`src/source/router_pkg.sv`:
```
package router_pkg;

    // One byte on the packet stream
    typedef logic [7:0] byte_t;

    // Payload length field, header bits 7:2
    typedef logic [5:0] len_t;

    // Destination field, header bits 1:0 (3 means drop)
    typedef logic [1:0] port_t;

    // FIFO entry, first-byte flag on top of the data byte
    typedef logic [8:0] fifo_word_t;

    // Packet controller states
    typedef enum logic [1:0] {
        st_idle,     // Waiting for a header
        st_payload,  // Passing payload bytes
        st_parity,   // Passing the parity byte
        st_drop      // Discarding the rest of a packet
    } route_state_t;

    // Destination code that drops the whole packet
    localparam port_t PORT_DROP = 2'd3;

    // Defaults for the top level parameters
    localparam int FIFO_DEPTH_DEF = 16;  // Entries per output FIFO
    localparam int TIMEOUT_DEF    = 30;  // Stall cycles before a flush

endpackage
```
`src/source/router_top.sv`:
```
module router_top
    import router_pkg::*;
#(
    parameter int FIFO_DEPTH     = FIFO_DEPTH_DEF,  // Power of two
    parameter int TIMEOUT_CYCLES = TIMEOUT_DEF
) (
    input  logic  clk,
    input  logic  rst,
    input  byte_t in_data,
    input  logic  in_valid,
    output logic  in_ready,
    output byte_t out0_data,
    output logic  out0_valid,
    output logic  out0_last,
    input  logic  out0_ready,
    output byte_t out1_data,
    output logic  out1_valid,
    output logic  out1_last,
    input  logic  out1_ready,
    output byte_t out2_data,
    output logic  out2_valid,
    output logic  out2_last,
    input  logic  out2_ready,
    output logic  err
);
    logic  hdr_load;
    logic  byte_load;
    logic  parity_load;
    logic  drop_active;
    logic  dest_full;
    logic  flush_hit;
    port_t dest;
    logic  wr_en0, wr_en1, wr_en2;
    logic  full0, full1, full2;
    logic  soft_rst0, soft_rst1, soft_rst2;

    router_fsm fsm_i (
        .clk, .rst, .in_valid, .in_ready, .in_data, .dest_full, .flush_hit,
        .hdr_load, .byte_load, .parity_load, .drop_active
    );

    router_reg reg_i (
        .clk, .rst, .in_data, .hdr_load, .byte_load, .parity_load,
        .dest, .len(), .err
    );

    router_sync #(.TIMEOUT_CYCLES(TIMEOUT_CYCLES)) sync_i (
        .clk, .rst, .dest, .byte_load, .drop_active,
        .full0, .full1, .full2,
        .out0_valid, .out1_valid, .out2_valid,
        .out0_ready, .out1_ready, .out2_ready,
        .wr_en0, .wr_en1, .wr_en2, .dest_full,
        .soft_rst0, .soft_rst1, .soft_rst2, .flush_hit
    );

    router_fifo #(.FIFO_DEPTH(FIFO_DEPTH)) fifo0_i (
        .clk, .rst, .soft_rst(soft_rst0), .wr_en(wr_en0), .first(hdr_load), .din(in_data),
        .full(full0), .dout(out0_data), .valid(out0_valid), .last(out0_last),
        .ready(out0_ready)
    );

    router_fifo #(.FIFO_DEPTH(FIFO_DEPTH)) fifo1_i (
        .clk, .rst, .soft_rst(soft_rst1), .wr_en(wr_en1), .first(hdr_load), .din(in_data),
        .full(full1), .dout(out1_data), .valid(out1_valid), .last(out1_last),
        .ready(out1_ready)
    );

    router_fifo #(.FIFO_DEPTH(FIFO_DEPTH)) fifo2_i (
        .clk, .rst, .soft_rst(soft_rst2), .wr_en(wr_en2), .first(hdr_load), .din(in_data),
        .full(full2), .dout(out2_data), .valid(out2_valid), .last(out2_last),
        .ready(out2_ready)
    );

endmodule

```
`src/source/router_reg.sv`:
```
module router_reg
    import router_pkg::*;
(
    input  logic  clk,
    input  logic  rst,
    input  byte_t in_data,
    input  logic  hdr_load,
    input  logic  byte_load,
    input  logic  parity_load,
    output port_t dest,
    output len_t  len,
    output logic  err
);
    port_t dest_q;     // Destination of the current packet
    len_t  len_q;      // Payload length of the current packet
    byte_t parity_q;   // Running XOR of header and payload
    logic  err_q;

    // Header fields are passed straight through while the header is on the bus
    assign dest = hdr_load ? port_t'(in_data[1:0]) : dest_q;
    assign len  = hdr_load ? len_t'(in_data[7:2]) : len_q;
    assign err  = err_q;

    always_ff @(posedge clk) begin
        if (rst) begin
            dest_q <= '0;
            len_q  <= '0;
        end else if (hdr_load) begin
            dest_q <= in_data[1:0];
            len_q  <= in_data[7:2];
        end
    end

    // Header seeds the XOR, payload bytes fold in, the parity byte does not
    always_ff @(posedge clk) begin
        if (hdr_load) begin
            parity_q <= in_data;
        end else if (byte_load && !parity_load) begin
            parity_q <= parity_q ^ in_data;
        end
    end

    // Single cycle pulse on a parity mismatch
    always_ff @(posedge clk) begin
        if (rst) begin
            err_q <= 1'b0;
        end else begin
            err_q <= parity_load && (in_data != parity_q);
        end
    end

endmodule

```
`src/source/router_fsm.sv`:
```
module router_fsm
    import router_pkg::*;
(
    input  logic  clk,
    input  logic  rst,
    input  logic  in_valid,
    output logic  in_ready,
    input  byte_t in_data,
    input  logic  dest_full,
    input  logic  flush_hit,
    output logic  hdr_load,
    output logic  byte_load,
    output logic  parity_load,
    output logic  drop_active
);
    route_state_t state;
    route_state_t state_nxt;
    logic [6:0]   remain;      // Bytes left in the payload or drop phase
    logic [6:0]   remain_nxt;
    logic         active;      // Low until the cycle after reset
    logic         xfer;
    len_t         hdr_len;
    port_t        hdr_port;

    assign hdr_len  = in_data[7:2];
    assign hdr_port = in_data[1:0];
    assign xfer     = in_valid && in_ready;

    // In st_idle the header's own FIFO is checked so a header is never lost
    always_comb begin
        case (state)
            st_idle:               in_ready = active && !dest_full;
            st_payload, st_parity: in_ready = !dest_full;
            default:               in_ready = 1'b1;  // Drop swallows everything
        endcase
    end

    // Header on the bus, the register block follows it until it transfers
    assign hdr_load    = active && in_valid && (state == st_idle);
    assign parity_load = xfer && (state == st_parity);
    assign drop_active = (state == st_drop);

    always_comb begin
        case (state)
            st_idle:               byte_load = xfer && (hdr_port != PORT_DROP);
            st_payload, st_parity: byte_load = xfer;
            default:               byte_load = 1'b0;
        endcase
    end

    always_comb begin
        state_nxt  = state;
        remain_nxt = remain;
        case (state)
            st_idle: begin
                if (xfer) begin
                    if (hdr_port == PORT_DROP || flush_hit) begin
                        state_nxt  = st_drop;
                        remain_nxt = {1'b0, hdr_len} + 7'd1;  // Payload plus parity
                    end else if (hdr_len == '0) begin
                        state_nxt = st_parity;
                    end else begin
                        state_nxt  = st_payload;
                        remain_nxt = {1'b0, hdr_len};
                    end
                end
            end
            st_payload: begin
                if (flush_hit) begin
                    // Earlier bytes are gone, discard the rest
                    state_nxt  = st_drop;
                    remain_nxt = xfer ? remain : remain + 7'd1;
                end else if (xfer) begin
                    remain_nxt = remain - 7'd1;
                    if (remain == 7'd1) begin
                        state_nxt = st_parity;
                    end
                end
            end
            st_parity: begin
                if (xfer) begin
                    state_nxt = st_idle;
                end else if (flush_hit) begin
                    state_nxt  = st_drop;
                    remain_nxt = 7'd1;
                end
            end
            default: begin
                if (xfer) begin
                    remain_nxt = remain - 7'd1;
                    if (remain == 7'd1) begin
                        state_nxt = st_idle;  // Parity byte discarded
                    end
                end
            end
        endcase
    end

    always_ff @(posedge clk) begin
        if (rst) begin
            state  <= st_idle;
            remain <= '0;
            active <= 1'b0;
        end else begin
            state  <= state_nxt;
            remain <= remain_nxt;
            active <= 1'b1;
        end
    end

endmodule

```
`src/source/router_sync.sv`:
```
module router_sync
    import router_pkg::*;
#(
    parameter int TIMEOUT_CYCLES = TIMEOUT_DEF
) (
    input  logic  clk,
    input  logic  rst,
    input  port_t dest,
    input  logic  byte_load,
    input  logic  drop_active,
    input  logic  full0,
    input  logic  full1,
    input  logic  full2,
    input  logic  out0_valid,
    input  logic  out1_valid,
    input  logic  out2_valid,
    input  logic  out0_ready,
    input  logic  out1_ready,
    input  logic  out2_ready,
    output logic  wr_en0,
    output logic  wr_en1,
    output logic  wr_en2,
    output logic  dest_full,
    output logic  soft_rst0,
    output logic  soft_rst1,
    output logic  soft_rst2,
    output logic  flush_hit
);
    localparam int CW = $clog2(TIMEOUT_CYCLES + 1);

    logic [2:0]    full_v;
    logic [2:0]    valid_v;
    logic [2:0]    ready_v;
    logic [2:0]    wr_v;
    logic [2:0]    srst_v;
    logic [CW-1:0] stall_cnt [3];  // One watchdog per output port

    assign full_v  = {full2, full1, full0};
    assign valid_v = {out2_valid, out1_valid, out0_valid};
    assign ready_v = {out2_ready, out1_ready, out0_ready};

    assign {wr_en2, wr_en1, wr_en0}          = wr_v;
    assign {soft_rst2, soft_rst1, soft_rst0} = srst_v;

    // Destination demux, port 3 reaches no FIFO
    always_comb begin
        wr_v      = '0;
        dest_full = 1'b0;
        flush_hit = 1'b0;
        if (dest != PORT_DROP) begin
            wr_v[dest] = byte_load;
            dest_full  = full_v[dest];
            flush_hit  = srst_v[dest] && !drop_active;  // Controller qualifies it
        end
    end

    for (genvar n = 0; n < 3; n++) begin : g_watchdog
        // Counts stalled cycles, restarts on a pop or an empty output
        always_ff @(posedge clk) begin
            if (rst || srst_v[n] || !valid_v[n] || ready_v[n]) begin
                stall_cnt[n] <= '0;
            end else if (stall_cnt[n] != CW'(TIMEOUT_CYCLES)) begin
                stall_cnt[n] <= stall_cnt[n] + 1'b1;
            end
        end

        assign srst_v[n] = (stall_cnt[n] == CW'(TIMEOUT_CYCLES));  // One cycle wide
    end

endmodule

```
`src/source/router_fifo.sv`:
```
module router_fifo
    import router_pkg::*;
#(
    parameter int FIFO_DEPTH = FIFO_DEPTH_DEF
) (
    input  logic  clk,
    input  logic  rst,
    input  logic  soft_rst,
    input  logic  wr_en,
    input  logic  first,
    input  byte_t din,
    output logic  full,
    output byte_t dout,
    output logic  valid,
    output logic  last,
    input  logic  ready
);
    localparam int AW = $clog2(FIFO_DEPTH);

    fifo_word_t    mem [FIFO_DEPTH];  // Storage, flag in bit 8
    logic [AW-1:0] wr_ptr;
    logic [AW-1:0] rd_ptr;
    logic [AW:0]   count;             // Entries held in mem
    fifo_word_t    out_word;          // Output stage
    logic          out_valid;
    logic [6:0]    remain;            // Bytes of the packet still to pop
    logic          do_write;
    logic          do_load;
    logic          pop;

    assign full     = (count == (AW + 1)'(FIFO_DEPTH));
    assign do_write = wr_en && !full && !soft_rst;
    assign pop      = out_valid && ready;
    // Refill the output stage when it is free or being popped
    assign do_load  = (count != '0) && (!out_valid || pop);

    assign dout  = out_word[7:0];
    assign valid = out_valid;
    assign last  = out_valid && (remain == 7'd1);  // Parity byte on the output

    always_ff @(posedge clk) begin
        if (do_write) begin
            mem[wr_ptr] <= {first, din};
        end
    end

    always_ff @(posedge clk) begin
        if (do_load) begin
            out_word <= mem[rd_ptr];
        end
    end

    always_ff @(posedge clk) begin
        if (rst || soft_rst) begin
            wr_ptr    <= '0;
            rd_ptr    <= '0;
            count     <= '0;
            out_valid <= 1'b0;
        end else begin
            if (do_write) begin
                wr_ptr <= wr_ptr + 1'b1;  // Wraps at the power-of-two depth
            end
            if (do_load) begin
                rd_ptr <= rd_ptr + 1'b1;
            end
            case ({do_write, do_load})
                2'b10:   count <= count + 1'b1;
                2'b01:   count <= count - 1'b1;
                default: count <= count;
            endcase
            if (do_load) begin
                out_valid <= 1'b1;
            end else if (pop) begin
                out_valid <= 1'b0;
            end
        end
    end

    // Packet boundary tracking on the read side
    always_ff @(posedge clk) begin
        if (rst || soft_rst) begin
            remain <= '0;
        end else if (pop) begin
            if (out_word[8]) begin
                remain <= {1'b0, out_word[7:2]} + 7'd1;  // Payload plus parity
            end else if (remain != '0) begin
                remain <= remain - 1'b1;
            end
        end
    end

endmodule

```
`config.mk`:
```
export PLATFORM = sky130hd
export DESIGN_NAME = router_top
export DESIGN_NICKNAME = d
export VERILOG_FILES = /design/src/source/router_pkg.sv /design/src/source/router_top.sv /design/src/source/router_reg.sv /design/src/source/router_fsm.sv /design/src/source/router_sync.sv /design/src/source/router_fifo.sv
export SDC_FILE = /design/constraint.sdc
export NUM_CORES = 1
export LEC_CHECK = 0
export BUFFER_PORTS_ARGS = -buffer_cell sky130_fd_sc_hd__buf_2
export CAP_MARGIN = 15
export CELL_PAD_IN_SITES_DETAIL_PLACEMENT = 0
export CELL_PAD_IN_SITES_GLOBAL_PLACEMENT = 2
export CORE_UTILIZATION = 35
export DETAILED_ROUTE_END_ITERATION = 12
export GPL_TIMING_DRIVEN = 0
export PLACE_DENSITY = 0.68
export SLEW_MARGIN = 10
export SYNTH_ARGS = -nofsm -noshare
export SYNTH_HDL_FRONTEND = slang
export SYNTH_SLANG_ARGS = --single-unit
```
`constraint.sdc`:
```
create_clock -name clk -period 4.5 [get_ports clk]
set_input_delay 0.675 -clock clk [delete_from_list [all_inputs] [get_ports clk]]
set_output_delay 0.675 -clock clk [all_outputs]
set_load 0.02 [all_outputs]
```
* Yosys cells after proc, flatten, opt, wreduce, memory -nomap -nowiden
Memory sizes are Yosys's and may differ from the RTL's. A register that Yosys moved wholly into a read port is not among the register bits.
Cells that the tools add are included.
Widths: inputs -> output; s select.
** Storage, ports and cells
- Register bits :: 84
- Bits in latches :: 0
- Memory bits (writable) :: 447
- Bits in read-only memories :: 0
- Bits of input ports :: 14
- Output and inout bits :: 32
- Word-level logic and storage cells :: 240
- Memories :: 4
** Cells by class
- Add/subtract/negate cells :: 24
- Multipliers :: 0
- Div/mod/pow operators :: 0
- Magnitude comparators :: 2
- Equal/unequal tests :: 34
- Shifts and indexed selects :: 0
- Multiplexer cells :: 74
- Bitwise operators :: 5
- Reduce and logical (&&, ||, !) cells :: 76
** Memory list
- fifo0_i.mem :: words 16, width 9, read ports 1, clocked after memory_dff 1, wr ports 1, RTL line router_fifo.sv:20 : fifo_word_t mem [FIFO_DEPTH];
- fifo1_i.mem :: words 16, width 9, read ports 1, clocked after memory_dff 1, wr ports 1, RTL line router_fifo.sv:20
- fifo2_i.mem :: words 16, width 9, read ports 1, clocked after memory_dff 1, wr ports 1, RTL line router_fifo.sv:20
- sync_i.stall_cnt :: words 3, width 5, read ports 3, clocked after memory_dff 0, wr ports 3, RTL line router_sync.sv:36 : logic [CW-1:0] stall_cnt [3];
** Operators with widths (number)
- $mux 7 :: 14
- $mux 1 :: 33
- $add 5x1->5 const B :: 6
- $eq 5x5->1 const B :: 6
- $pmux 5 s2 :: 3
- $add 6x1->7 const B :: 4
- $eq 7x1->1 const B :: 4
- $sub 7x1->7 const B :: 4
- $logic_and 1x1->1 :: 25
- $add 4x1->4 const B :: 6
- $mux 2 :: 11
- $pmux 7 s3 :: 1
- $reduce_bool 7->1 :: 3
- $reduce_bool 2->1 :: 10
- $mux 8 :: 2
- $mux 5 :: 3
- $ne 5x5->1 const B :: 3
- $reduce_bool 5->1 :: 3
- $sub 5x1->5 const B :: 3
- $logic_or 1x1->1 :: 13
- $eq 2x2->1 const B :: 6
- $logic_not 1->1 :: 12
- $ne 3x1->1 const B :: 3
- $eq 2x1->1 const B :: 4
- other kinds (23) :: 33

* Depth between registers and ports, before layout
- Depth after elaboration :: 18
- Depth in mapped cells :: 21
- Mapped depth without buffers :: 18

* Cells and area by module
A second synthesis with hierarchy kept.
** Unflattened totals
- Cells, all modules :: 1600
- Area, all modules :: 24702.4 um2
** By module, submodules not included
- router_fifo at fifo2_i :: times used 1, cells an instance 429, area an instance 7216.9 um2
- router_fifo at fifo1_i :: times used 1, cells an instance 428, area an instance 7211.9 um2
- router_fifo at fifo0_i :: times used 1, cells an instance 430, area an instance 7209.4 um2
- router_fsm :: times used 1, cells an instance 175, area an instance 1393.8 um2
- router_sync :: times used 1, cells an instance 74, area an instance 854.6 um2
- router_reg :: times used 1, cells an instance 64, area an instance 815.8 um2

* Worst setup path after synthesis
No wires, ideal clock.
- Path kind :: input -> register
- Start :: input in_valid
- End :: register fifo0_i.count[4]
- Data arrival time :: 3.909 ns
- Required time :: 4.430 ns
- Setup slack :: 0.521 ns
- Stages on the path :: 19
- Path buffers :: 3
- Cell sequence :: buf_4 > nand3_4 > inv_2 > o2111ai_1 > o211ai_1 > a211oi_1 > and4_1 > buf_2 > inv_1 > ha_1 > clkbuf_1 > xor2_1 > ha_1 > o21ai_0 > a21oi_1 > a21oi_1 > xor2_1 > or3_1 > a21oi_1
** Between the ends
- Longest elaborated chain between the ends :: 18
- Elaborated cells between the ends (all ways) :: 26
- Those cells by class :: order compare (2); eq/ne (3); mux (10); bitwise (1); reduce/logical (10)
** Ends and longest elaborated chain
- from (decl) :: RTL line router_top.sv:10 : input logic in_valid,
- $logic_and 1x1->1 (*) (2 in a row) :: RTL line router_fsm.sv:39 : assign hdr_load = active && in_valid && (state == st_idle);
- net fifo0_i.first :: RTL line router_fifo.sv:10 : input logic first,
- $mux 2 (*)
- $bmux 1 s2 :: RTL line router_sync.sv:52 : dest_full = full_v[dest];
- $mux 1 (not written as such) :: RTL line router_sync.sv:52
- $mux 1 :: RTL line router_sync.sv:50 : if (dest != PORT_DROP) begin
- $logic_not 1->1 :: RTL line router_fsm.sv:32, router_fsm.sv:33
- $logic_and 1x1->1 :: RTL line router_fsm.sv:32 : st_idle: in_ready = active && !dest_full;
- $pmux 1 s2 :: RTL line router_fsm.sv:31 : case (state)
- $logic_and 1x1->1 :: RTL line router_fsm.sv:27 : assign xfer = in_valid && in_ready;
- $logic_and 1x1->1 :: RTL line router_fsm.sv:45 : st_idle: byte_load = xfer && (hdr_port != PORT_DROP);
- $pmux 1 s2 :: RTL line router_fsm.sv:44 : case (state)
- $and 3x3->3 (no line)
- $mux 3 (*) :: RTL line router_sync.sv:50
- $logic_and 1x1->1 (*) (2 in a row) :: RTL line router_fifo.sv:32 : assign do_write = wr_en && !full && !soft_rst;
- $eq 2x1->1 or $eq 2x2->1 (tied branches) :: RTL line router_fifo.sv:66 : case ({do_write, do_load})
- $pmux 5 s2 or $reduce_bool 2->1 (tied branches)
- to (signal assigned) :: RTL line router_fifo.sv:67 : 2'b10: count <= count + 1'b1;
- to (signal assigned) :: RTL line router_fifo.sv:68 : 2'b01: count <= count - 1'b1;
- to (signal assigned) :: RTL line router_fifo.sv:69 : default: count <= count;
- to (decl) :: RTL line router_fifo.sv:23 : logic [AW:0] count;
The timed path passes the listed nets; every way through them passes the cells marked *. The select of a mux whose other input is x is not followed.
A chain may end at the register's enable or synchronous reset.

* Worst setup path in the final report
- Start :: register fsm_i.state[0]
- End :: register fifo0_i.count[4]
** Between the ends
- Longest elaborated chain between the ends :: 18
- Elaborated cells between the ends (all ways) :: 29
- Those cells by class :: order compare (2); eq/ne (5); mux (10); bitwise (1); reduce/logical (11)
** Ends and longest elaborated chain
- from (decl) :: RTL line router_fsm.sv:16 : route_state_t state;
- from (signal assigned) :: RTL line router_fsm.sv:101 : state <= st_idle;
- from (signal assigned) :: RTL line router_fsm.sv:105 : state <= state_nxt;
- $logic_not 2->1 (*) :: RTL line router_fsm.sv:39
- $logic_and 1x1->1 (*) :: RTL line router_fsm.sv:39
- net fifo0_i.first :: RTL line router_fifo.sv:10
- $mux 2 (*)
- $bmux 1 s2 :: RTL line router_sync.sv:52
- $mux 1 (not written as such) :: RTL line router_sync.sv:52
- $mux 1 :: RTL line router_sync.sv:50
- $logic_not 1->1 :: RTL line router_fsm.sv:32, router_fsm.sv:33
- (+2 left out)
- $logic_and 1x1->1 :: RTL line router_fsm.sv:27
- $logic_and 1x1->1 :: RTL line router_fsm.sv:45
- $pmux 1 s2 :: RTL line router_fsm.sv:44
- $and 3x3->3 (no line)
- $mux 3 (*) :: RTL line router_sync.sv:50
- $logic_and 1x1->1 (*) (2 in a row) :: RTL line router_fifo.sv:32
- $eq 2x1->1 or $eq 2x2->1 (tied branches) :: RTL line router_fifo.sv:66
- $pmux 5 s2 or $reduce_bool 2->1 (tied branches)
Marks and branches as above.

==> run summary <==
The run finished with clean final reports. The achievable clock frequency came out at 0.234 GHz. In this run the worst setup path begins at fsm_i.state[0]. TritonCTS built the clock tree. The worst hold-check path type was primary input to register. The number of flip-flops and latches in the synthesized netlist was 558. The first global-routing pass estimated 82900 um of wire.

After clock tree synthesis, the clock-pin slew on the worst setup and hold paths is 0.06 ns. The detail route stage leaves a number of antenna-violating nets equal to 0. The area inside the core boundary came out at 0.0674 mm^2.

The signal on the critical path passes through inv_1, ha_1, buf_4, nand3_4, inv_8, o2111ai_1, o211ai_1, a211oi_2, and4_1, clkbuf_4, inv_1, ha_2, xor2_1, ha_1, o21ai_0, a21oi_1, a21oi_1, xor2_1, or3_1, a21oi_1. The worst register-to-register path has a depth of 20. Global routing used 15.7% of the available tracks.

The cell count after synthesis came out at 1506. Yosys printed 0 warnings. The net count of the finished layout is 1700. For the final setup skew, the log shows 0.0630 ns. The worst register-to-register path begins at fsm_i.state[0]. The worst setup path is captured at a register. Flip-flop cell with the highest count after synthesis: sky130_fd_sc_hd__edfxtp_1. The first TritonRoute pass finished after 7 iterations. Data on the critical path is required at its endpoint by 5.03 ns. Entering global routing, the biggest net connects 54 pins.

46 I/O pins were placed. The logs give 558 for the total number of clock tree sinks and 13400 for the number of global-route vias before repair. On the worst path, the slowest cell contributes a delay of 0.38 ns. The most numerous cell in the Yosys netlist was sky130_fd_sc_hd__edfxtp_1. The effective utilization at floorplan is 35.5%. The run gives 73 as the post-synthesis cell type count.

Setup repair after global routing could not meet its margin everywhere. The logs give 13100 for the total number of vias and 4.80 ns for the arrival time of data at the critical path endpoint. The non-filler instance count after layout came out at 2559. The later pin in the worst-skew pair is clocked with a latency of 0.66 ns. The area growth from synthesis to layout is 15.2%. The clock tree root driver cell is sky130_fd_sc_hd__clkbuf_16. Shortest clock period the worst path allows after layout: 4.27 ns.

Dividing the detail-routed wire length by the instance count gives 21.1 um. At the end of routability-driven placement, the weighted congestion stood at 0.799. The H-tree was split into 2 levels. The power per standard cell area works out to 597 mW/mm^2. The remaining max-slew budget at the tightest pin was 22.7%; the setup slack of the worst register-to-register path was 0.23 ns. Along the worst path, the maximum fanout reaches 51. The height of the chip is 264 um.

The start point of the worst hold path was rst. The count of antenna diodes in the layout is 0. After synthesis, the most frequently instantiated cells are sky130_fd_sc_hd__edfxtp_1, sky130_fd_sc_hd__mux4_2, sky130_fd_sc_hd__nor2_1. The run gives 0 as the total grt overflow. The maximum buffer depth of the clock tree was 3.

For the pin with the worst max-slew slack, the measured transition is 1.16 ns. Each instance of the synthesized netlist takes up on average 15.9 um^2. In this run the worst setup path terminates at fifo0_i.count[4].

The tool flagged a number of max-cap violations equal to 0. The die boundary width is 264 um. The library cell with the largest summed area after synthesis is sky130_fd_sc_hd__edfxtp_1. The worst setup path is launched from a register. The sequential fraction of the synthesis area is 66.8%, and the largest voltage drop on the vdd net is 443 uV. Summed over all layers, the routed wires come to 54000 um. After detailed routing, the number of remaining DRC violations is 0. In this run the static leakage power is 0.00892 uW. Counting flops with an async set or reset pin after synthesis yields a share of 0%. In this run the critical register-to-register path is captured at fifo0_i.count[4]. For the number of endpoints with negative hold slack in the final report, the log shows 0. The final cell utilization of the core was 40.9%. The number of buffers created by CTS is 60, and the share of post-route cells with drive strength above 1 is 20.5%. The number of synthesized flops with an enable pin is 482.

Yosys attributes the largest share of cell area to sky130_fd_sc_hd__edfxtp_1, sky130_fd_sc_hd__mux4_2, sky130_fd_sc_hd__dfxtp_1. Number of fill cells: 6059. The synthesized netlist occupies a cell area of 0.0240 mm^2.

In the final timing run, aggregate negative setup slack is 0 ns. The run gives 0.0695 mm^2 as the total die area. The largest individual stage delay along the critical path comes from the cell sky130_fd_sc_hd__dfxtp_1. Setup violations remaining at the end of the flow were counted as 0. The logs give 1029 for the first-iteration detailed-routing DRC count and 0 for the number of antenna violations at the first check in global routing.

Via density per instance: 5.11. Of the available clock period, the critical path in the final layout requires 94.8%. By instance count, the cell type seen most on the critical path is sky130_fd_sc_hd__a21oi_1.

After synthesis, the largest area contributor takes up 60.4% of total cell area. Port buffering added 44 buffers. The HPWL reported at the end of detailed placement was 34200 um; the final max-slew violation count was 0.

By startpoint and endpoint, the worst setup path is classified as register to register. The cell count after placement is 2447, and the number of core rows is 95.
## logic make-up after synthesis
kind of cell	synth area share, %
flops	66.8
xor+xnor	2.78
simple gates	6.94
other cells	0.0157
mux	13.3
buf+inv	2.76
compound gates	4.81
fa+ha+maj	2.61
## layer usage
metal,track usage (%),wire [um]
met3,2.09,2160
met4,4.68,1170
met1,22.1,24800
met5,0,0
met2,25.5,25800
## metrics by stage
step / power, uW / setup slack [ns] / hold slack [ns] / cell area [um^2]
4_1_cts: 16700 / -0.0337 / 0.259 / 27600
2_1_floorplan: 9970 / 0.521 / 0.450 / 24000
6_report: 16500 / 0.234 / 0.301 / 27600
5_1_grt: 17300 / -0.0281 / 0.313 / 27600
3_5_place_dp: 11400 / -0.968 / 0.474 / 25500
3_3_place_gp: 11300 / -0.945 / 0.469 / 25300
## report_power, final
part	total [uW]	internal [uW]	switching, uW
clock network	5200	3140	2060
registers	6510	6140	369
logic	4760	2070	2690
## cells in the final DEF (no fill, tap or decap), drive strengths merged, types with 47 or more instances in the layout
cell / n
nor2: 122
mux4: 135
a21oi: 51
edfxtp: 482
ha: 50
clkbuf: 127
inv: 47
dfxtp: 76
buf: 99
nand2: 93
## critical path: cells and delay by family (launching register included)
kind                     cells  cell delay (ns)
AO/OA/AOI/OAI                7             1.36
adder cells (fa/ha/maj)      3             0.67
XOR/XNOR                     2             0.26
AND/OR/NAND/NOR              3             0.78
buffers and inverters        5             0.72
flip-flops                   1             0.38
## sequential cells by signal (all words and copies together) (netlist names), 8 cells and up
signal,cells
fifo2_i.mem,144
fifo0_i.mem,144
fifo1_i.mem,144
sync_i.stall_cnt,15
fifo1_i.out_word,9
fifo0_i.out_word,9
reg_i.parity_q,8
fifo2_i.out_word,9
## worst min path at each step
stage / endpoint / cells after the start
5_1_grt: fsm_i.remain[0] / 2
3_3_place_gp: fifo0_i.remain[6] / 2
6_report: fsm_i.remain[0] / 2
4_1_cts: fsm_i.remain[0] / 2
2_1_floorplan: fifo1_i.remain[6] / 2
3_5_place_dp: fifo0_i.remain[6] / 2
## area by class of cell
type                    count  area, um^2  share of cell area, %
well taps                 873        1090                   3.96
clock inverters            40         544                   1.97
clock buffers              72        1550                   5.60
multi-input cells         816        7430                   26.9
flip-flops and latches    558       16000                   58.0
repair buffers             56         323                   1.17
inverters                  46         180                  0.653
plain buffers              98         487                   1.76
## repair_timing
action	in CTS	in global routing
endpoints found under the setup margin	6	4
hold endpoints to repair	0	0
cloned	0	0
resized for setup	6	6
hold buffers	0	0
pin swaps	1	3
setup buffers	1	1
No activity file was read; power rests on OpenSTA's default activity.
